File: src/hw/rgbw_defines.svh
`ifndef RGBW_DEFINES_SVH
`define RGBW_DEFINES_SVH

// one colour channel
`define CH_W 8

// full 8x8 product
`define PROD_W 16

// channel change per ramp step
`define HUE_STEP 7

// ramp steps per wheel sector
`define SECTOR_LEN 42

// sectors around the wheel
`define NUM_SECTORS 6

// longest ramp, one full turn
`define MAX_STEPS (`SECTOR_LEN * `NUM_SECTORS)

// request mode codes
`define MODE_PASS 8'h21
`define MODE_HUE 8'hA4

`endif
File: src/hw/seq_pkg.sv
package seq_pkg;

    // main sequencer states
    typedef enum logic [2:0] {
        st_idle, st_ramp, st_white_sat,
        st_mul_w, st_mul_r, st_mul_g, st_mul_b,
        st_emit
    } gen_state_t;

    // wheel sectors, named pinned-high channel then moving channel
    typedef enum logic [2:0] {
        sec_red_blue_up, sec_blue_red_down, sec_blue_green_up,
        sec_green_blue_down, sec_green_red_up, sec_red_green_down
    } sector_t;

    // channel routed into the multiplier
    typedef enum logic [1:0] {
        sel_white, sel_red, sel_green, sel_blue
    } chan_sel_t;

endpackage

File: src/hw/pixel_pkg.sv
`include "rgbw_defines.svh"

package pixel_pkg;

    // one RGBW pixel, white in the top byte
    typedef struct packed {
        logic [`CH_W-1:0] white;
        logic [`CH_W-1:0] red;
        logic [`CH_W-1:0] green;
        logic [`CH_W-1:0] blue;
    } pixel_t;

    // colour request as seen on the input pins
    typedef struct packed {
        logic [`CH_W-1:0] mode;
        // number of ramp steps, clamped later
        logic [`CH_W-1:0] hue_idx;
        logic [`CH_W-1:0] white_lvl;
        // final brightness scale
        logic [`CH_W-1:0] intensity;
    } request_t;

endpackage

File: src/hw/rgbw_color_gen.sv
`timescale 1ns/100ps
`include "rgbw_defines.svh"

module rgbw_color_gen
    import pixel_pkg::*, seq_pkg::*;
(
    input  logic     clk,
    input  logic     reset,
    input  request_t req,
    input  pixel_t   pix_in,
    output pixel_t   pix_out,
    output logic     pix_valid
);

    request_t           cap_req;
    sector_t            sector;
    chan_sel_t          mul_sel;
    pixel_t             rgb_work;
    logic [`CH_W-1:0]   mul_b;
    logic [`PROD_W-1:0] product;
    logic               ramp_last;
    logic               step_clear;
    logic               step_en;
    logic               rgb_clear;
    logic               ramp_step;
    logic               white_add;
    logic               mul_start;
    logic               mul_done;
    logic               pass_load;
    logic               emit;

    hue_ctrl_fsm u_fsm (.*);

    // counter sees the captured hue index
    hue_step_counter u_counter (
        .clk, .reset, .step_clear, .step_en,
        .hue_idx(cap_req.hue_idx), .sector, .ramp_last
    );

    channel_ramp u_ramp (
        .clk, .reset, .rgb_clear, .ramp_step, .white_add, .sector,
        .white_lvl(cap_req.white_lvl), .rgb_work
    );

    // intensity always on a, channel on b
    shift_add_mult u_mult (
        .clk, .reset, .mul_start, .a(cap_req.intensity), .b(mul_b),
        .product, .mul_done
    );

    pixel_output u_out (.*);

endmodule

File: src/hw/pixel_output.sv
`timescale 1ns/100ps
`include "rgbw_defines.svh"

module pixel_output
    import pixel_pkg::*, seq_pkg::*;
(
    input  logic               clk,
    input  logic               reset,
    input  logic               mul_done,
    input  chan_sel_t          mul_sel,
    input  logic [`PROD_W-1:0] product,
    input  logic               pass_load,
    input  logic               emit,
    input  pixel_t             pix_in,
    output pixel_t             pix_out,
    output logic               pix_valid
);

    pixel_t           staging;
    logic [`CH_W-1:0] prod_hi;

    // scaled value is the upper product byte
    assign prod_hi = product[`PROD_W-1 -: `CH_W];

    // collect the four scaled channels
    always_ff @(posedge clk)
    begin
        if (mul_done)
        begin
            case (mul_sel)
                sel_white: staging.white <= prod_hi;
                sel_red:   staging.red   <= prod_hi;
                sel_green: staging.green <= prod_hi;
                default:   staging.blue  <= prod_hi;
            endcase
        end
    end

    // output pixel, valid pulses with every update
    always_ff @(posedge clk)
    begin
        if (!reset)
        begin
            pix_out   <= '0;
            pix_valid <= 1'b0;
        end
        else
        begin
            pix_valid <= pass_load || emit;
            if (pass_load)
                pix_out <= pix_in;
            else if (emit)
                pix_out <= staging;
        end
    end

endmodule

File: src/hw/shift_add_mult.sv
`timescale 1ns/100ps
`include "rgbw_defines.svh"

module shift_add_mult
(
    input  logic               clk,
    input  logic               reset,
    input  logic               mul_start,
    input  logic [`CH_W-1:0]   a,
    input  logic [`CH_W-1:0]   b,
    output logic [`PROD_W-1:0] product,
    output logic               mul_done
);

    localparam int CNT_W = $clog2(`CH_W);
    localparam logic [CNT_W-1:0] LAST_BIT = CNT_W'(`CH_W - 1);

    logic [`PROD_W-1:0] mcand;
    logic [`CH_W-1:0]   mplier;
    logic [`PROD_W-1:0] acc;
    logic [CNT_W-1:0]   bit_cnt;
    logic               busy;

    // control, 8 busy cycles then a done pulse
    always_ff @(posedge clk)
    begin
        if (!reset)
        begin
            busy     <= 1'b0;
            mul_done <= 1'b0;
            bit_cnt  <= '0;
        end
        else
        begin
            mul_done <= 1'b0;
            if (mul_start)
            begin
                busy    <= 1'b1;
                bit_cnt <= '0;
            end
            else if (busy)
            begin
                bit_cnt <= bit_cnt + 1'b1;
                if (bit_cnt == LAST_BIT)
                begin
                    busy     <= 1'b0;
                    mul_done <= 1'b1;
                end
            end
        end
    end

    // one partial product per cycle, lsb of b first
    always_ff @(posedge clk)
    begin
        if (mul_start)
        begin
            mcand  <= {{(`PROD_W-`CH_W){1'b0}}, a};
            mplier <= b;
            acc    <= '0;
        end
        else if (busy)
        begin
            if (mplier[0])
                acc <= acc + mcand;
            mcand  <= mcand << 1;
            mplier <= mplier >> 1;
        end
    end

    // holds until the next start
    assign product = acc;

endmodule

File: src/hw/channel_ramp.sv
`timescale 1ns/100ps
`include "rgbw_defines.svh"

module channel_ramp
    import pixel_pkg::*, seq_pkg::*;
(
    input  logic             clk,
    input  logic             reset,
    input  logic             rgb_clear,
    input  logic             ramp_step,
    input  logic             white_add,
    input  sector_t          sector,
    input  logic [`CH_W-1:0] white_lvl,
    output pixel_t           rgb_work
);

    localparam logic [`CH_W:0]   STEP = `HUE_STEP;
    localparam logic [`CH_W-1:0] FULL = {`CH_W{1'b1}};

    logic [`CH_W-1:0] red;
    logic [`CH_W-1:0] green;
    logic [`CH_W-1:0] blue;

    // rising step, clip at full scale
    function automatic logic [`CH_W-1:0] step_up(input logic [`CH_W-1:0] v);
        logic [`CH_W:0] sum;
        sum = {1'b0, v} + STEP;
        return sum[`CH_W] ? FULL : sum[`CH_W-1:0];
    endfunction

    // falling step, floor at zero
    function automatic logic [`CH_W-1:0] step_down(input logic [`CH_W-1:0] v);
        logic [`CH_W:0] diff;
        diff = {1'b0, v} - STEP;
        return diff[`CH_W] ? '0 : diff[`CH_W-1:0];
    endfunction

    // white add, carry bit flags overflow
    function automatic logic [`CH_W-1:0] add_white(input logic [`CH_W-1:0] v,
                                                   input logic [`CH_W-1:0] w);
        logic [`CH_W:0] sum;
        sum = {1'b0, v} + {1'b0, w};
        return sum[`CH_W] ? FULL : sum[`CH_W-1:0];
    endfunction

    always_ff @(posedge clk)
    begin
        if (!reset || rgb_clear)
        begin
            red   <= '0;
            green <= '0;
            blue  <= '0;
        end
        else if (ramp_step)
        begin
            // two channels pinned, one moves
            case (sector)
                sec_red_blue_up:
                begin
                    red   <= FULL;
                    green <= '0;
                    blue  <= step_up(blue);
                end
                sec_blue_red_down:
                begin
                    blue  <= FULL;
                    green <= '0;
                    red   <= step_down(red);
                end
                sec_blue_green_up:
                begin
                    blue  <= FULL;
                    red   <= '0;
                    green <= step_up(green);
                end
                sec_green_blue_down:
                begin
                    green <= FULL;
                    red   <= '0;
                    blue  <= step_down(blue);
                end
                sec_green_red_up:
                begin
                    green <= FULL;
                    blue  <= '0;
                    red   <= step_up(red);
                end
                sec_red_green_down:
                begin
                    red   <= FULL;
                    blue  <= '0;
                    green <= step_down(green);
                end
                default:
                begin
                    red <= red;
                end
            endcase
        end
        else if (white_add)
        begin
            red   <= add_white(red, white_lvl);
            green <= add_white(green, white_lvl);
            blue  <= add_white(blue, white_lvl);
        end
    end

    // white byte is the captured level itself
    assign rgb_work = '{white: white_lvl, red: red, green: green, blue: blue};

endmodule

File: src/hw/hue_step_counter.sv
`timescale 1ns/100ps
`include "rgbw_defines.svh"

module hue_step_counter
    import seq_pkg::*;
(
    input  logic             clk,
    input  logic             reset,
    input  logic             step_clear,
    input  logic             step_en,
    input  logic [`CH_W-1:0] hue_idx,
    output sector_t          sector,
    output logic             ramp_last
);

    localparam int IN_W = $clog2(`SECTOR_LEN);
    localparam logic [IN_W-1:0] SEC_END = IN_W'(`SECTOR_LEN - 1);
    localparam logic [`CH_W-1:0] MAX_N = `CH_W'(`MAX_STEPS);
    localparam sector_t LAST_SEC = sector_t'(`NUM_SECTORS - 1);

    logic [`CH_W-1:0] step_cnt;
    logic [IN_W-1:0]  in_cnt;
    logic [`CH_W-1:0] target;

    // clamp hue index to 1..MAX_STEPS
    always_comb
    begin
        if (hue_idx == '0)
            target = `CH_W'(1);
        else if (hue_idx > MAX_N)
            target = MAX_N;
        else
            target = hue_idx;
    end

    // step_cnt is the index of the step about to run
    always_ff @(posedge clk)
    begin
        if (!reset)
        begin
            step_cnt <= '0;
            in_cnt   <= '0;
            sector   <= sec_red_blue_up;
        end
        else if (step_clear)
        begin
            step_cnt <= `CH_W'(1);
            in_cnt   <= '0;
            sector   <= sec_red_blue_up;
        end
        else if (step_en)
        begin
            step_cnt <= step_cnt + 1'b1;
            // 42 steps per sector, no divider
            if (in_cnt == SEC_END)
            begin
                in_cnt <= '0;
                if (sector != LAST_SEC)
                    sector <= sector_t'(sector + 3'd1);
            end
            else
            begin
                in_cnt <= in_cnt + 1'b1;
            end
        end
    end

    // high while the final step is running
    assign ramp_last = (step_cnt == target);

endmodule

File: src/hw/hue_ctrl_fsm.sv
`timescale 1ns/100ps
`include "rgbw_defines.svh"

module hue_ctrl_fsm
    import pixel_pkg::*, seq_pkg::*;
(
    input  logic             clk,
    input  logic             reset,
    input  request_t         req,
    input  sector_t          sector,
    input  logic             ramp_last,
    input  logic             mul_done,
    input  pixel_t           rgb_work,
    output logic             step_clear,
    output logic             step_en,
    output logic             rgb_clear,
    output logic             ramp_step,
    output logic             white_add,
    output chan_sel_t        mul_sel,
    output logic             mul_start,
    output logic [`CH_W-1:0] mul_b,
    output logic             pass_load,
    output logic             emit,
    output request_t         cap_req
);

    gen_state_t state;
    gen_state_t state_next;
    logic       start_mul;

    // next state and strobe decode
    always_comb
    begin
        state_next = state;
        step_clear = 1'b0;
        step_en    = 1'b0;
        rgb_clear  = 1'b0;
        ramp_step  = 1'b0;
        white_add  = 1'b0;
        pass_load  = 1'b0;
        emit       = 1'b0;
        mul_sel    = sel_white;
        case (state)
            st_idle:
            begin
                // passthrough needs no state of its own
                if (req.mode == `MODE_PASS)
                begin
                    pass_load = 1'b1;
                end
                else if (req.mode == `MODE_HUE)
                begin
                    step_clear = 1'b1;
                    rgb_clear  = 1'b1;
                    state_next = st_ramp;
                end
            end
            st_ramp:
            begin
                // one wheel step per cycle, counter flags the final one
                step_en   = 1'b1;
                ramp_step = 1'b1;
                if (ramp_last)
                begin
                    state_next = st_white_sat;
                end
            end
            st_white_sat:
            begin
                white_add  = 1'b1;
                state_next = st_mul_w;
            end
            st_mul_w:
            begin
                mul_sel = sel_white;
                if (mul_done)
                begin
                    state_next = st_mul_r;
                end
            end
            st_mul_r:
            begin
                mul_sel = sel_red;
                if (mul_done)
                begin
                    state_next = st_mul_g;
                end
            end
            st_mul_g:
            begin
                mul_sel = sel_green;
                if (mul_done)
                begin
                    state_next = st_mul_b;
                end
            end
            st_mul_b:
            begin
                mul_sel = sel_blue;
                if (mul_done)
                begin
                    state_next = st_emit;
                end
            end
            st_emit:
            begin
                emit       = 1'b1;
                state_next = st_idle;
            end
            default:
            begin
                state_next = st_idle;
            end
        endcase
    end

    // fire the multiplier once on entry to each mul state
    assign start_mul = (state_next != state) &&
                       (state_next inside {st_mul_w, st_mul_r, st_mul_g, st_mul_b});

    always_ff @(posedge clk)
    begin
        if (!reset)
        begin
            state     <= st_idle;
            mul_start <= 1'b0;
        end
        else
        begin
            state     <= state_next;
            mul_start <= start_mul;
        end
    end

    // request copy, frozen once we leave idle
    always_ff @(posedge clk)
    begin
        if (state == st_idle)
        begin
            cap_req <= req;
        end
    end

    // b operand mux, white byte holds the captured level
    always_comb
    begin
        case (mul_sel)
            sel_white: mul_b = rgb_work.white;
            sel_red:   mul_b = rgb_work.red;
            sel_green: mul_b = rgb_work.green;
            default:   mul_b = rgb_work.blue;
        endcase
    end

endmodule

File: config.mk
export PLATFORM = sky130hd
export DESIGN_NAME = rgbw_color_gen
export DESIGN_NICKNAME = d
export VERILOG_FILES = /design/src/hw/seq_pkg.sv /design/src/hw/pixel_pkg.sv /design/src/hw/rgbw_color_gen.sv /design/src/hw/pixel_output.sv /design/src/hw/shift_add_mult.sv /design/src/hw/channel_ramp.sv /design/src/hw/hue_step_counter.sv /design/src/hw/hue_ctrl_fsm.sv
export VERILOG_INCLUDE_DIRS = /design/src /design/src/hw
export SDC_FILE = /design/constraint.sdc
export NUM_CORES = 1
export LEC_CHECK = 0
export BUFFER_PORTS_ARGS = -buffer_cell sky130_fd_sc_hd__buf_2
export CAP_MARGIN = 10
export CORE_MARGIN = 4
export CORE_UTILIZATION = 55
export CTS_BUF_LIST = sky130_fd_sc_hd__clkbuf_4 sky130_fd_sc_hd__clkbuf_8 sky130_fd_sc_hd__clkbuf_16
export CTS_CLUSTER_DIAMETER = 40
export DETAILED_ROUTE_END_ITERATION = 16
export PLACE_DENSITY = 0.82
export SYNTH_ARGS = -nofsm -noshare
export SYNTH_HDL_FRONTEND = slang
export SYNTH_HIERARCHICAL = 1
export SYNTH_SLANG_ARGS = --single-unit
File: constraint.sdc
create_clock -name clk -period 2.9 [get_ports clk]
set_clock_uncertainty 0.05 [all_clocks]
set_input_delay 0.29 -clock clk [delete_from_list [all_inputs] [get_ports clk]]
set_output_delay 0.29 -clock clk [all_outputs]
set_load 0.1 [all_outputs]
==> results.yml, run 1 <==
placement:
  port_buffers: 98
  dp_slack_ps: 229
  place.gp.congestion: 0.927
  dp_hpwl_mm: 19.3
timing:
  fmax_ghz: 0.369
  tns_ps: 0
  tightest_slew_ps: 746
  setup_ws_ps: 191
  finalCritPeriodShare: 0.934
  rsz0062_at_grt: "false"
  relSlewSlack: 0.498
  maxSlewViolCount: 0
  post-route-min-period_ps: 2710
  hold_violations: 0
  setup_violations: 0
drt:
  first_pass_iters: 5
  detail_route.vias_per_cell: 6.11
  dr.first_iter.drc_count: 989
  remaining_drc_errors: 0
  wl_mm: 28.0
  ant_nets: 0
  wl_per_cell_um: 18.4
  vias: 9310
power:
  intPower_uw: 4980
  leakagePower_uw: 0.00551
  power_uw: 7340
  p_sw_uw: 2360
  power_frac_comb: 0.267
  pwr-share-seq: 0.412
  powerDensity_nw_per_um2: 580
  p_clk_frac: 0.321
  ir_drop_mv: 0.436
  p_sw_frac: 0.321
worst_setup_path:
  path_class: "reg2reg"
  cp-end-kind: "flip-flop"
  critPathMaxStageDelay_ps: 480
  worstPathRequired_ps: 3150
  arrival_ps: 2960
  cp_cell_sequence: "ha_1, fa_1, a211oi_2, o21ai_1, and3_1, or3_1, nor3_1, a2111oi_2"
  worstPathMaxFanout: 7
  start_kind: "flip-flop"
  slowest_stage: "edfxtp_1"
floorplan:
  die_area_um2: 22400
  die_x_um: 150
  start_util: 0.564
  io_pins: 99
  core_area_um2: 19600
  row_count: 51
  fp.dieH_um: 150
global_routing:
  grt_use_total: 0.249
  antenna_found_initial: 0
  grt_max_degree: 41
  grt_pass1_wl_mm: 45.0
  grt_overflow: 0
  grt_pass1_vias: 8989
final_layout:
  finalNetCount: 1367
  syn_to_final_growth_pct: 14.4
  antenna_cells: 0
  drive_gt1_frac: 0.207
  nFillCells: 1535
yosys:
  synthCells: 1135
  synth_area_um2: 11100
  synth_nets: 1257
  avgSynthCellArea_um2: 9.74
  ys.warnings.count: 6
job:
  cap_viol_max_count: 0
clocking:
  htreeDepth: 4
  root_buffer: "clkbuf_16"
  clockBufferDepth: 2
  clkTransAtPathRegs_ps: 70
  cts_sinks: 179
  clk_latency_ps: 430
  cts_tree: "built"
  ctsResizeCount: 0
  cts_buffers: 17
status:
  status: "finished clean"
hold_path:
  worst_hold_path_type: "in2reg"
## sequential cells by signal (all words and copies together), names as in the netlist, 6 cells and up
register and count:
u_mult/mplier 8, u_out/pix_out 32, u_mult/product 16, u_counter/in_cnt 6, u_fsm/cap_req 24, u_ramp/red 8, u_counter/step_cnt 8, u_out/staging 32
u_mult/mcand 16, u_ramp/blue 8, u_ramp/green 8
## worst paths after layout
check	startpoint	endpoint	slack, ps	depth (start not counted)
setup / recovery	u_fsm/cap_req[8]	u_ramp/red[0]	190	8
hold / removal	reset	u_counter/step_cnt[0]	120	2
setup reg to reg	u_fsm/cap_req[8]	u_ramp/red[0]	190	8
hold reg to reg	u_mult/product[4]	u_mult/product[4]	410	2
## critical path: cells and delay by family (launching register included)
family	cells	cell delay [ps]
flops	1	480
simple gates	3	870
compound gates	3	450
fa+ha+maj	2	720
## power groups by stage
stage | clock network [uW] | logic (uW) | registers, uW
floorplan | 0 | 1510 | 3000
global placement | 0 | 1810 | 3060
detailed placement | 0 | 1860 | 3070
CTS | 2400 | 1910 | 3020
global route | 2500 | 2140 | 3040
finish | 2360 | 1960 | 3020
## stage by stage
stage                     hold slack [ps]  cells  utilization  area, um2
after floorplan                       339   1135            -      11100
after global placement                394   1467        0.603      11800
after detailed placement              401   1467        0.603      11800
after CTS                            98.5   1523        0.646      12700
after global routing                  125   1523        0.646      12700
final                                 119   1523        0.646      12700
## cells in the final DEF (no fill, tap or decap), types with 9 or more instances in the layout
master and instances:
a211oi_1 16, a21o_1 15, a21oi_1 74, a31oi_1 12, buf_2 98, buf_4 45, clkbuf_16 19, dfxtp_1 107
dlygate4sd3_1 24, edfxtp_1 72, ha_1 52, inv_1 18, mux2_2 18, mux2_4 29, mux2i_1 25, nand2_1 77
nand2b_1 40, nand3_1 23, nand4_1 13, nor2_1 89, nor2b_1 16, nor3_1 24, nor4_1 10, o211a_1 32
o21a_1 9, o21ai_0 49, o21bai_1 14, or2b_1 12, xnor2_1 26, xor2_1 31
## area by class of cell
type	instances	area, um2	area share
multi-input cells	860	6250	0.494
repair buffers	168	1090	0.0860
flip-flops and latches	179	4300	0.340
well taps	265	332	0.0262
clock inverters	9	90.1	0.00712
inverters	19	71.3	0.00564
clock buffers	23	518	0.0409
## layer usage
metal  share of wire  track usage
met1            0.43        0.326
met2            0.48        0.414
met3           0.072       0.0509
met4           0.023       0.0805
met5               0            0
## repair_timing
action	CTS	global route
buffers inserted	0	0
endpoints found under the hold margin	24	0
hold buffers	24	0
Note: power is estimated with default switching activity, not from simulation.
==> run 2, diff against run 1 <==
- PLACE_DENSITY: 0.82 -> 0.79
- clock period: 2.9 -> 2.5 ns (I/O delays scaled with it)
==> results.yml, run 2 (synthesized netlist as in run 1, its figures left out) <==
status:
  status: "finished clean"
timing:
  post-route-min-period_ps: 2410
  tns_ps: 0
  fmax_ghz: 0.415
  finalCritPeriodShare: 0.964
  hold_violations: 0
  rsz0062_at_grt: "true"
  tightest_slew_ps: 577
  relSlewSlack: 0.615
  setup_violations: 0
  maxSlewViolCount: 0
global_routing:
  grt_pass1_vias: 8621
  grt_use_total: 0.245
  antenna_found_initial: 0
  grt_max_degree: 41
  grt_overflow: 0
  grt_pass1_wl_mm: 44.0
floorplan:
  die_x_um: 150
  io_pins: 99
  fp.dieH_um: 150
  die_area_um2: 22400
  core_area_um2: 19600
  start_util: 0.564
  row_count: 51
final_layout:
  layout.cells.non_filler: 1544
  antenna_cells: 0
  final_cell_mix: "dfxtp_1, buf_2, nor2_1"
  finalNetCount: 1388
  nFillCells: 1484
  mostFrequentLayoutCell: "dfxtp_1"
  drive_gt1_frac: 0.233
  final_area_um2: 12900
  top_regs: "u_out/pix_out x32, u_out/staging x32, u_fsm/cap_req x24"
  syn_to_final_growth_pct: 16.7
clocking:
  clk_latency_ps: 430
  htreeDepth: 4
  cts_tree: "built"
  clockBufferDepth: 2
  cts_buffers: 17
  cts_sinks: 179
  root_buffer: "clkbuf_16"
  clkTransAtPathRegs_ps: 70
power:
  p_clk_frac: 0.311
  powerDensity_nw_per_um2: 665
  ir_drop_mv: 0.539
  pwr-share-seq: 0.405
  p_sw_frac: 0.328
  intPower_uw: 5760
  leakagePower_uw: 0.00561
  power_frac_comb: 0.284
  power_uw: 8580
  p_sw_uw: 2810
worst_setup_path:
  reg2reg_to: "u_ramp/red[1]"
  cp-end-kind: "flip-flop"
  arrival_ps: 2670
  path_class: "reg2reg"
  rr_worst_depth: 8
  worstPathMaxFanout: 7
  worst_r2r_startpoint: "u_fsm/cap_req[8]"
  rrSetupSlack_ps: 90
  worstPathRequired_ps: 2760
  start_kind: "flip-flop"
hold_path:
  holdPathEnd: "u_counter/step_cnt[0]"
  hold_start: "reset"
  hold-path-cell-count: 2
  worst_hold_path_type: "in2reg"
placement:
  dpl_cell_area_um2: 11900
  dp.cells: 1483
  port_buffers: 98
  dp_hpwl_mm: 19.6
  place.gp.congestion: 0.904
drt:
  wl_mm: 28.2
  vias: 9281
  remaining_drc_errors: 0
  dr.first_iter.drc_count: 864
  ant_nets: 0
  wl_per_cell_um: 18.3
  detail_route.vias_per_cell: 6.01
  first_pass_iters: 5
job:
  cap_viol_max_count: 0
## run 2: changes by cell type in the layout (fill, tap and decap cells not counted), sizes merged
cell      previous run  this run
buf                144       165
clkbuf              23        21
clkinv               4         6
inv                 22        24
bufinv               1         0
clkinvlp             1         0
## run 2: area by class of cell
cell class	count	area (um2)	share of cell area
clock inverter	11	87.6	0.00679
clock buffer	21	508	0.0394
multi-input combinational	860	6340	0.491
sequential	179	4300	0.334
tap	265	332	0.0257
timing repair buffer	189	1260	0.0976
inverter	19	71.3	0.00553
## run 2: layer usage
metal,global-route usage,share of wire,wire (um),up-vias
li1,-,-,-,4455
met1,0.342,0.44,12300,4339
met2,0.389,0.46,13000,431
met3,0.0500,0.079,2220,56
met4,0.0714,0.022,617,0
met5,0,0,0,-
## run 2: worst max-delay path by stage
| stage | start | endpoint | slack (ps) | depth (start not counted) |
|---|---|---|---|---|
| 3_5_place_dp | u_fsm/cap_req[8] | u_ramp/blue[1] | -50 | 8 |
| 2_1_floorplan | u_fsm/cap_req[8] | u_ramp/red[7] | 110 | 8 |
| 4_1_cts | u_mult/mcand[0] | u_mult/product[14] | 10 | 8 |
| 5_1_grt | u_fsm/cap_req[8] | u_ramp/red[2] | -20 | 8 |
| 3_3_place_gp | u_fsm/cap_req[8] | u_ramp/red[0] | 40 | 8 |
| 6_report | u_fsm/cap_req[8] | u_ramp/red[1] | 90 | 8 |
## run 2: worst max-delay path: stages, from the launching register on
cell      delay [ps]
edfxtp_1         480
ha_2             240
fa_2             340
a211oi_2         250
o21ai_1           80
and3_1           170
or3_4            430
o32ai_1          150
o21ai_0          100
## run 2: power by group through the flow
stage               registers, uW  clock network [uW]  logic, uW
floorplan                    3480                   0       1750
global placement             3520                   0       2200
detailed placement           3530                   0       2250
CTS                          3470                2710       2330
global route                 3500                2850       2660
finish                       3470                2670       2430
## run 2: per-stage QoR
step	util	worst slack, ps	hold WS [ps]
after floorplan	-	106	299
after global placement	0.610	43.9	377
after detailed placement	0.610	-49.8	378
after CTS	0.653	11.8	37.7
after global routing	0.658	-24.8	43.1
final	0.658	89.0	50.8
## run 2: what timing repair did
action | in CTS | in global routing
resized for setup | 3 | 16
endpoints found under the hold margin | 24 | 0
endpoints found under the setup margin | 6 | 21
hold buffers | 24 | 0
pin swaps | 0 | 13
buffers inserted | 0 | 5
